<file path="src/storePkg.sv">
package storePkg;

    // widths that carry a meaning
    typedef logic [31:0] word_t;
    typedef logic [6:0]  seqNum_t;     // wraps so order is a signed difference
    typedef logic [6:0]  tag_t;        // physical destination tag
    typedef logic [4:0]  regName_t;    // architectural destination register
    typedef logic [3:0]  byteMask_t;   // one bit per byte lane
    typedef logic [1:0]  modeFlags_t;

    localparam int MODE_NO_CREGS_WR = 0;  // no writes to 0xFFxxxxxx
    localparam int MODE_WMASK       = 1;  // region write mask active

    localparam int SQ_DEPTH = 4;
    localparam int SQ_PTR_W = 2;

    typedef logic [SQ_PTR_W-1:0] sqPtr_t;

    // everything from SB_I upward takes the base register as the address
    typedef enum logic [3:0] {
        SB,
        SH,
        SW,
        SB_I,
        SH_I,
        SW_I,
        CBO_CLEAN,
        CBO_INVAL,
        CBO_FLUSH,
        AMOSWAP_W
    } storeOp_t;

    typedef enum logic [1:0] {
        NONE,
        EXCEPT,
        ORDERING
    } resFlags_t;

    typedef struct packed {
        storeOp_t    opcode;
        word_t       srcA;      // base
        word_t       srcB;      // store data
        logic [11:0] imm;
        word_t       pc;
        tag_t        tagDst;
        regName_t    nmDst;
        seqNum_t     sqN;
    } exUop_t;

    typedef struct packed {
        logic    taken;
        seqNum_t sqN;
    } branchProv_t;

    typedef struct packed {
        logic      valid;
        tag_t      tagDst;
        regName_t  nmDst;
        seqNum_t   sqN;
        word_t     pc;
        resFlags_t flags;
        word_t     result;
    } resUop_t;

    typedef struct packed {
        word_t     addr;
        word_t     data;       // already laned
        byteMask_t wmask;
        seqNum_t   sqN;
        word_t     pc;
        logic      exception;
    } storeOp_s;

    typedef struct packed {
        word_t     addr;
        word_t     data;
        byteMask_t wmask;
    } memWrite_t;

    // a is younger than b when a - b is positive in two's complement
    function automatic logic isYounger(seqNum_t a, seqNum_t b);
        seqNum_t diff;
        diff = a - b;
        return $signed(diff) > 0;
    endfunction

endpackage

</file>
<file path="src/storeAgu.sv">
`timescale 1ns/1ns

module storeAgu (
    input  logic                  clk,
    input  logic                  rst,
    input  logic                  uopValid,
    input  storePkg::exUop_t      uop,
    output logic                  uopReady,
    input  storePkg::branchProv_t branch,
    input  storePkg::modeFlags_t  mode,
    input  logic [63:0]           wmask64,
    output storePkg::resUop_t     res,
    output logic                  aguValid,
    output storePkg::storeOp_s    aguOp,
    input  logic                  aguReady
);
    import storePkg::*;

    word_t     addrSum;
    word_t     effAddr;
    logic      isExcept;
    word_t     laneData;
    byteMask_t laneMask;
    resFlags_t nextFlags;
    storeOp_s  nextOp;
    logic      squashIn;
    logic      squashOut;
    logic      accept;

    assign addrSum = uop.srcA + {{20{uop.imm[11]}}, uop.imm};
    assign effAddr = (uop.opcode >= SB_I) ? uop.srcA : addrSum;

    always_comb begin
        case (uop.opcode)
            SB, SB_I:           isExcept = (effAddr == '0);
            SH, SH_I:           isExcept = (effAddr == '0) || effAddr[0];
            SW, SW_I, AMOSWAP_W: isExcept = (effAddr == '0) || (effAddr[1:0] != 2'b00);
            default:            isExcept = 1'b0;  // cache-block ops only see region checks
        endcase
        if (mode[MODE_NO_CREGS_WR] && effAddr[31:24] == 8'hFF) begin
            isExcept = 1'b1;  // control-register window
        end
        if (mode[MODE_WMASK] && !wmask64[effAddr[31:26]]) begin
            isExcept = 1'b1;  // 64 MB region locked
        end
    end

    // move the data into its byte lanes
    always_comb begin
        case (uop.opcode)
            SB, SB_I: begin
                laneMask = 4'b0001 << effAddr[1:0];
                laneData = uop.srcB << {effAddr[1:0], 3'b000};
            end
            SH, SH_I: begin
                laneMask = effAddr[1] ? 4'b1100 : 4'b0011;
                laneData = effAddr[1] ? (uop.srcB << 16) : uop.srcB;
            end
            SW, SW_I, AMOSWAP_W: begin
                laneMask = 4'b1111;
                laneData = uop.srcB;
            end
            CBO_CLEAN: begin
                laneMask = 4'b0000;
                laneData = 32'd0;  // operation code in bits 1:0
            end
            CBO_INVAL: begin
                laneMask = 4'b0000;
                laneData = 32'd1;
            end
            CBO_FLUSH: begin
                laneMask = 4'b0000;
                laneData = 32'd2;
            end
            default: begin
                laneMask = 4'b0000;
                laneData = uop.srcB;
            end
        endcase
    end

    always_comb begin
        if (uop.opcode == CBO_INVAL || uop.opcode == CBO_FLUSH) begin
            nextFlags = ORDERING;  // wins over a fault
        end else if (isExcept) begin
            nextFlags = EXCEPT;
        end else begin
            nextFlags = NONE;
        end
    end

    always_comb begin
        nextOp.addr      = effAddr;
        nextOp.data      = laneData;
        nextOp.wmask     = laneMask;
        nextOp.sqN       = uop.sqN;
        nextOp.pc        = uop.pc;
        nextOp.exception = isExcept;
    end

    assign squashIn  = branch.taken && isYounger(uop.sqN, branch.sqN);
    assign squashOut = branch.taken && aguValid && isYounger(aguOp.sqN, branch.sqN);
    assign uopReady  = !aguValid || aguReady;  // stall only when full and not taken
    assign accept    = uopValid && uopReady && !squashIn;

    always_ff @(posedge clk) begin
        if (accept) begin
            aguOp      <= nextOp;
            res.tagDst <= uop.tagDst;
            res.nmDst  <= uop.nmDst;
            res.sqN    <= uop.sqN;
            res.pc     <= uop.pc;
            res.flags  <= nextFlags;
            res.result <= addrSum;  // the sum even for _I forms
        end
        if (rst) begin
            aguValid  <= 1'b0;
            res.valid <= 1'b0;
        end else begin
            res.valid <= accept;  // one pulse per accepted uop
            if (accept) begin
                aguValid <= 1'b1;
            end else if (aguReady || squashOut) begin
                aguValid <= 1'b0;
            end
        end
    end

    aguOpHeld: assert property (@(posedge clk) disable iff (rst)
        aguValid && !aguReady && !squashOut |=> aguValid && $stable(aguOp));

    // every result belongs to the store record that the same handshake loaded
    resNeedsAccept: assert property (@(posedge clk) disable iff (rst)
        res.valid |-> $past(uopValid && uopReady) && aguValid && (aguOp.sqN == res.sqN));

endmodule

</file>
<file path="src/storeQueue.sv">
`timescale 1ns/1ns

module storeQueue (
    input  logic                  clk,
    input  logic                  rst,
    input  logic                  aguValid,
    input  storePkg::storeOp_s    aguOp,
    output logic                  aguReady,
    input  storePkg::branchProv_t branch,
    input  storePkg::seqNum_t     commitSqN,
    output logic                  memValid,
    output storePkg::memWrite_t   memReq,
    input  logic                  memReady
);
    import storePkg::*;

    storeOp_s              slots [SQ_DEPTH];
    logic [SQ_DEPTH-1:0]   slotValid;
    sqPtr_t                head;
    sqPtr_t                tail;      // next free slot
    storeOp_s              headOp;
    logic                  headValid;
    seqNum_t               commitDiff;
    logic                  eligible;
    logic                  pop;
    logic                  push;
    logic                  pushKilled;
    logic [SQ_DEPTH-1:0]   killMask;
    logic [SQ_PTR_W:0]     keepCnt;
    sqPtr_t                tailBase;

    assign headOp     = slots[head];
    assign headValid  = slotValid[head];
    assign commitDiff = commitSqN - headOp.sqN;
    assign eligible   = headValid && ($signed(commitDiff) >= 0);

    // faulting stores leave quietly
    assign memValid = eligible && !headOp.exception;
    assign pop      = eligible && (headOp.exception || memReady);

    assign memReq.addr  = headOp.addr;
    assign memReq.data  = headOp.data;
    assign memReq.wmask = headOp.wmask;

    assign aguReady   = !slotValid[tail];  // full when the tail slot is still taken
    assign pushKilled = branch.taken && isYounger(aguOp.sqN, branch.sqN);
    assign push       = aguValid && aguReady && !pushKilled;

    // live entries sit contiguous from head, so survivors form a prefix
    always_comb begin
        killMask = '0;
        keepCnt  = '0;
        for (int i = 0; i < SQ_DEPTH; i++) begin
            killMask[i] = branch.taken && slotValid[i]
                          && isYounger(slots[i].sqN, branch.sqN);
            if (slotValid[i] && !killMask[i]) begin
                keepCnt = keepCnt + 1'b1;
            end
        end
    end

    assign tailBase = branch.taken ? sqPtr_t'(head + keepCnt[SQ_PTR_W-1:0]) : tail;

    always_ff @(posedge clk) begin
        if (push) begin
            slots[tailBase] <= aguOp;
        end
        if (rst) begin
            slotValid <= '0;
            head      <= '0;
            tail      <= '0;
        end else begin
            slotValid <= slotValid & ~killMask;
            if (pop) begin
                slotValid[head] <= 1'b0;
                head            <= head + 1'b1;
            end else if (!headValid && head != tail) begin
                head <= head + 1'b1;  // skip a dead slot
            end
            if (push) begin
                slotValid[tailBase] <= 1'b1;
                tail                <= tailBase + 1'b1;
            end else begin
                tail <= tailBase;  // rollback on flush
            end
        end
    end

    // a ready queue is not full and its pointers agree with the valid bits
    noPushWhenFull: assert property (@(posedge clk) disable iff (rst)
        aguValid && aguReady |-> $countones(slotValid) == int'(sqPtr_t'(tail - head)));

    memReqHeld: assert property (@(posedge clk) disable iff (rst)
        memValid && !memReady |=> $stable(memReq));

endmodule

</file>
<file path="src/storeUnit.sv">
`timescale 1ns/1ns

module storeUnit (
    input  logic                  clk,
    input  logic                  rst,
    input  logic                  uopValid,
    input  storePkg::exUop_t      uop,
    output logic                  uopReady,
    input  storePkg::branchProv_t branch,
    input  storePkg::modeFlags_t  mode,
    input  logic [63:0]           wmask64,
    input  storePkg::seqNum_t     commitSqN,
    output storePkg::resUop_t     res,
    output logic                  memValid,
    output storePkg::memWrite_t   memReq,
    input  logic                  memReady
);
    import storePkg::*;

    logic     aguValid;
    logic     aguReady;
    storeOp_s aguOp;  // one laned store per transfer

    storeAgu agu (
        .clk(clk), .rst(rst),
        .uopValid(uopValid), .uop(uop), .uopReady(uopReady),
        .branch(branch), .mode(mode), .wmask64(wmask64),
        .res(res),
        .aguValid(aguValid), .aguOp(aguOp), .aguReady(aguReady)
    );

    storeQueue sq (
        .clk(clk), .rst(rst),
        .aguValid(aguValid), .aguOp(aguOp), .aguReady(aguReady),
        .branch(branch), .commitSqN(commitSqN),
        .memValid(memValid), .memReq(memReq), .memReady(memReady)
    );

endmodule

</file>
<file path="config.mk">
export PLATFORM = sky130hd
export DESIGN_NAME = storeUnit
export DESIGN_NICKNAME = d
export VERILOG_FILES = /design/src/storePkg.sv /design/src/storeAgu.sv /design/src/storeQueue.sv /design/src/storeUnit.sv
export SDC_FILE = /design/constraint.sdc
export NUM_CORES = 1
export LEC_CHECK = 0
export ABC_AREA = 1
export BUFFER_PORTS_ARGS = -buffer_cell sky130_fd_sc_hd__buf_2
export CAP_MARGIN = 20
export CORE_UTILIZATION = 25
export CTS_BUF_LIST = sky130_fd_sc_hd__clkbuf_4 sky130_fd_sc_hd__clkbuf_8
export CTS_CLUSTER_DIAMETER = 200
export CTS_CLUSTER_SIZE = 12
export DETAILED_ROUTE_END_ITERATION = 7
export HOLD_SLACK_MARGIN = 0.1
export PLACE_DENSITY = 0.48
export SYNTH_ARGS = -nofsm -noshare
export SYNTH_HDL_FRONTEND = slang
export SYNTH_HIERARCHICAL = 1
export SYNTH_SLANG_ARGS = --single-unit
</file>
<file path="constraint.sdc">
create_clock -name clk -period 5.05 [get_ports clk]
set_input_delay 0 -clock clk [delete_from_list [all_inputs] [get_ports clk]]
set_output_delay 0 -clock clk [all_outputs]
set_load 0.005 [all_outputs]
</file>
# --- Word-level counts from Yosys, hierarchy flattened ---
# Memory sizes are Yosys's and may differ from the RTL's. A register that Yosys moved wholly into a read port is not among the register bits.
# Cells that the tools add are included.
# W data, S select, Z words.
classes:
  add_sub_neg: 14
  n_lt_le_gt_ge: 14
  eq_ne: 11
  shift: 2
  muxes: 36
  bitwise_logic: 5
  n_reduce_logical: 53
op_table:
  columns: ["cell", "n"]
  rows:
  - ["$pmux W32 S5", 1]
  - ["$mux W32", 2]
  - ["$sub A7 B7 Y7", 7]
  - ["$gt A7 B1 Y1 const B", 6]
  - ["$add A32 B32 Y32", 1]
  - ["$logic_not A32 Y1", 1]
  - ["$shl A32 B5 Y32", 1]
  - ["$logic_and A1 B1 Y1", 28]
  - ["$mux W2", 9]
  - ["$eq A4 B3 Y1 const B", 4]
  - ["$mux W4", 4]
  - ["$mux W1", 13]
  - ["$pmux W4 S3", 1]
  - ["$logic_not A1 Y1", 11]
  - ["$lt A2 B3 Y1 const B", 3]
  - ["$add A2 B1 Y2 const B", 4]
  - ["$and A4 B4 Y4", 2]
  - ["$eq A4 B2 Y1 const B", 2]
  - ["$eq A4 B4 Y1 const B", 2]
  - ["$eq A8 B8 Y1 const B", 1]
  - ["$not A4 Y4", 2]
  - ["$ge A7 B1 Y1 const B", 1]
  - ["$lt A6 B7 Y1 const B", 1]
  - ["$bmux W1 S6", 1]
  - ["other kinds (16)", 27]
word_totals:
  register_bits: 164
  ramBits: 432
  input_bits: 216
  output_inout_bits: 156
  elab_cells: 151
  mem_count: 1
memory_table:
  columns: ["memory", "depth", "width", "read_ports", "rd_clocked_by_memory_dff", "write_ports", "line", "source"]
  rows:
  - ["sq.slots", 4, 108, 5, 1, 1, "storeQueue.sv:17", "storeOp_s slots [SQ_DEPTH];"]

# --- Depth between registers and ports, before layout ---
# An unclocked memory read counts as a cell.
depth:
  ltp_word: 21
  mapped_depth: 31
  depth_no_buf: 31

# --- Modules after synthesis ---
# The synthesis kept the hierarchy.
modules_own_cells:
  columns: ["module", "instances", "cells_each", "area_per_inst_um2", "seq_area_each_um2"]
  rows:
  - ["storeQueue", 1, 1086, 13431.6, 9328.9]
  - ["storeAgu", 1, 1247, 10229.8, 4664.5]

# --- Worst setup path before layout ---
# OpenSTA, ideal clock, no wires.
synth_path:
  kind: "reg2reg"
  from: "memory sq/slots[1][33] in the netlist's numbering"
  to: "memory sq/slots[3][0] in the netlist's numbering (enable)"
  setup_ns: 0.430
  arrival_ns: 4.952
  t_required_ns: 4.620
  path_slack_ns: -0.332
  path_stages_with_launch: 30
  n_path_buf: 0
  synth_period_minus_slack_ns: 5.382
  path_cell_list: "edfxtp_1 -> inv_1 -> ha_1 -> inv_1 -> fa_1 -> nand3_1 -> nand3_1 -> a21oi_1 -> nor2_1 -> or3_1 -> nand4_1 -> and2_1 -> inv_1 -> ha_1 -> inv_1 -> nand2_2 -> nand3_2 -> inv_1 -> or2_2 -> inv_1 -> ha_1 -> xnor2_1 -> inv_1 -> nand3_2 -> nand2_1 -> nand2_1 -> nand2_1 -> nand2_2 -> nand3_2 -> inv_1"
synth_lines:
  columns: ["item", "line"]
  rows:
  - ["start: declaration", "storeQueue.sv:17"]

# --- Worst setup path in the final report ---
layout_path:
  from: "input port uop[95] in the netlist's numbering"
  to: "register, netlist name agu/aguOp[66]"
layout_via:
  elab_chain_len: 4
  word_cells_on_any_way: 5
  classes_between: "add/sub (1); shift (1); mux (3)"
layout_lines:
  columns: ["item", "line", "source"]
  rows:
  - ["start: declaration", "storeUnit.sv:7", "input storePkg::exUop_t uop,"]
  - ["$add A32 B32 Y32 (*)", "storeAgu.sv:30", "assign addrSum = uop.srcA + {{20{uop.imm[11]}}, uop.imm};"]
  - ["via agu.addrSum[1]", "storeAgu.sv:19", "word_t addrSum;"]
  - ["$mux W32 (*)", "storeAgu.sv:31", "assign effAddr = (uop.opcode >= SB_I) ? uop.srcA : addrSum;"]
  - ["$shl A32 B5 Y32 or $mux W32 (tied branches)", "storeAgu.sv:53, storeAgu.sv:57", null]
  - ["$pmux W32 S5 (*)", "storeAgu.sv:50", "case (uop.opcode)"]
  - ["via agu.laneData[22]", "storeAgu.sv:22", "word_t laneData;"]
# The timed path passes the listed nets; every way through them passes the cells marked *.
# A chain may end at the register's enable or synchronous reset.

==> impl_metrics.py <==
metrics = {
    "outcome": {
        "run_status": "finished clean",
    },
    "place": {
        "place_congestion": 0.862,
        "place_area_um2": 26700,
        "dp_slack_ns": 0.467,
        "port_buffers": 371,
        "hpwl_um": 53300,
    },
    "sta": {
        "hold_violations": 0,
        "worst_pin_slew_ns": 1.07,
        "fin_crit_sh_pct": 92.5,
        "setup_viol": 0,
        "slew-limit-headroom_pct": 28.5,
        "timing.final.ws_setup_ns": 0.380,
        "setup_tns_ns": 0,
        "max_freq_ghz": 0.214,
        "rsz0062_at_grt": "no",
        "min_period_ns": 4.67,
        "fin_skew_ns": 0.0524,
        "finalMaxSlewViolations": 0,
    },
    "setup_path": {
        "timing.rr.start": "sq/slots[1][33]$_DFFE_PP_",
        "cp.required_ns": 5.43,
        "r2r-end": "sq/slots[2][62]$_DFFE_PP_",
        "startpoint_type": "primary input",
        "critical_path_arrival_ns": 5.05,
        "path_class": "in2reg",
        "ff2ff_path_depth": 30,
        "r2r_slack_ns": 0.47,
        "path_max_fanout": 14,
        "worst_setup_path_end_kind": "register",
    },
    "final_layout": {
        "final_layout_size_suffix_gt1_share_pct": 18.3,
        "final_common_cell": "edfxtp_1",
        "final_area_um2": 29700,
        "num-nets-final": 3191,
        "syn2layout_area_growth_pct": 25.7,
        "final_cell_mix": "458 x edfxtp_1, 412 x nand2_1, 371 x buf_2",
    },
    "min_path": {
        "hold_depth": 5,
        "min_path_type": "in2reg",
        "min_from": "mode[0]",
        "min_to": "agu/aguOp[0]$_DFFE_PP_",
    },
    "drt": {
        "first_pass_iters": 5,
        "antenna_left": 0,
        "via_count": 18300,
        "via_per_inst": 4.41,
        "wl_um": 75500,
        "drc": 0,
        "wire_per_inst_um": 18.2,
        "drt_iter0_drc": 989,
    },
    "floorplanning": {
        "die_area_um2": 95900,
        "die_y_um": 310,
        "row_count": 112,
        "io_pins": 372,
        "die_x_um": 310,
        "core_um2": 93500,
        "start_util_pct": 25.3,
    },
    "synth": {
        "synth_seq_cells": 470,
        "synthCells": 2333,
        "muxShareOfSynthArea_pct": 0,
        "yosysWarnings": 6,
        "ys_seq_area_share_pct": 59.1,
        "synth_area_um2": 23700,
        "syn-num-nets": 2643,
        "yosysUniqueCellTypes": 56,
        "synth_compound_area_share_pct": 9.98,
        "synthAdderAreaFrac_pct": 5.22,
        "syn_avg_cell_area_um2": 10.1,
        "synth_top_family_by_area": "simple AND/OR/NAND/NOR gates",
        "synth-simple-area-share_pct": 16.8,
        "synthXorXnorAreaFrac_pct": 1.55,
    },
    "clock_network": {
        "cts_buffer_depth": 3,
        "cts_tree": "built",
        "clk_pin_slew_ns": 0.09,
        "numClockSinks": 470,
        "numCtsBuffers": 45,
        "cts-root-buf": "clkbuf_8",
        "ctsHtreeMaxLevel": 2,
        "clk_latency_ns": 0.67,
    },
    "global_routing": {
        "antenna_found_initial": 7,
        "grt_pass1_vias": 17800,
        "grt_first_pass_wirelength_um": 111000,
        "overflow": 0,
        "grtUsageMet3_pct": 2.58,
        "grt_max_degree": 97,
        "grtUsageMet1_pct": 20.3,
        "use_met2_pct": 25.8,
        "grt_usage_pct": 15.3,
        "busiest_layer": "met2",
    },
    "power": {
        "power.leakage_uw": 0.0121,
        "vdd_drop_max_mv": 0.211,
        "p_per_area_nw_per_um2": 359,
    },
    "run": {
        "cap_viol_max_count": 0,
    },
}
[sequential cells by signal (all words and copies together), names as in the netlist, named ones only]
register      cells
agu/res          47
sq/slots        304
agu/aguValid      1
sq/slotValid      4
sq/tail           2
agu/aguOp       108
sq/head           2
[routing by layer]
layer,part of all wire (%),wire [µm]
met5,0.053,40
met3,4.8,3620
met2,48,35900
met4,2.2,1700
met1,45,34300
[timing repair]
item,in CTS,in global routing
endpoints found under the setup margin,0,6
setup buffers,0,0
resized for setup,0,2
hold buffers,223,0
endpoints found under the hold margin,183,0
[power by group]
| part | leakage (µW) | total (µW) | internal, µW | switching [µW] |
|---|---|---|---|---|
| combinational | 0.00733 | 3580 | 1240 | 2340 |
| clock | 0.000393 | 2220 | 910 | 1310 |
| sequential | 0.00433 | 4880 | 4700 | 175 |
[through the flow]
step           power (µW)  hold slack (ns)  utilization (%)  cells
2_1_floorplan        6840           0.0691                -   2333
6_report            10700            0.180             31.8   4149
5_1_grt             11400            0.176             31.8   4148
3_3_place_gp         8450            0.177             28.6   3864
3_5_place_dp         8460            0.178             28.6   3865
4_1_cts             10900            0.131             31.8   4147
[worst max-delay path by stage]
stage	from	cells past startpoint	to
after floorplan	sq/slots[1][33]$_DFFE_PP_	28	sq/slots[0][0]$_DFFE_PP_
after global placement	sq/slots[0][33]$_DFFE_PP_	30	sq/slots[2][62]$_DFFE_PP_
after detailed placement	sq/slots[1][33]$_DFFE_PP_	30	sq/slots[2][62]$_DFFE_PP_
after CTS	sq/slots[1][33]$_DFFE_PP_	30	sq/slots[2][62]$_DFFE_PP_
after global routing	sq/slots[1][33]$_DFFE_PP_	29	sq/slots[2][62]$_DFFE_PP_
final	uop[95]	16	agu/aguOp[66]$_DFFE_PP_
[worst max-delay path, stage by stage]
cell and delay [ns]:
dlygate4sd3_1 0.54, buf_2 0.13, ha_1 0.17, inv_1 0.06, fa_1 0.47, dlygate4sd3_1 0.54, inv_1 0.05, o21ai_1 0.29
buf_4 0.28, inv_1 0.26, nor2_1 0.56, inv_1 0.22, o2111ai_1 0.22, dlygate4sd3_1 0.57, o221ai_1 0.11, dlygate4sd3_1 0.57
[cell usage after synthesis (all sizes together)]
master   count  area (µm²)
a21boi       1        11.3
a21o         2        15.0
a21oi       83         434
a221oi       6        52.6
a31o         2        17.5
a31oi        5        31.3
a32o         5        50.1
a32oi        2        17.5
a41oi        1        8.76
and2        12        75.1
and3         1        6.26
buf         62         460
clkbuf      54         203
clkinv       1        3.75
dfxtp       12         240
edfxtp     458       13800
fa           8         160
ha          86        1080
inv        283        1060
nand2      431        1680
nand3      171         928
nand3b       3        22.5
nand4       17         106
nor2       252         983
nor2b        1        6.26
nor3         9        50.1
nor3b        1        7.51
nor4         2        18.8
o2111ai      4        35.0
o21a         3        22.5
o21ai      201        1010
o21bai       7        52.6
o221ai      15         131
o22ai       74         463
o311ai       1        8.76
or2         14        87.6
or3          1        6.26
xnor2       17         149
xor2        25         219
[final cells by class]
class,count,area [µm²]
Antenna cell,2,5.00
Clock buffer,56,708
Clock inverter,3,31.3
Fill cell,9685,63700
Inverter,284,1090
Multi-Input combinational cell,1463,7950
Sequential cell,470,14000
Tap cell,1254,1570
Timing Repair Buffer,617,4390
[logic make-up after synthesis]
family | count (synthesis)
buf+inv | 400
simple gates | 915
flops | 470
fa+ha+maj | 94
xor+xnor | 42
compound gates | 412
(Power assumes the default switching activity.)
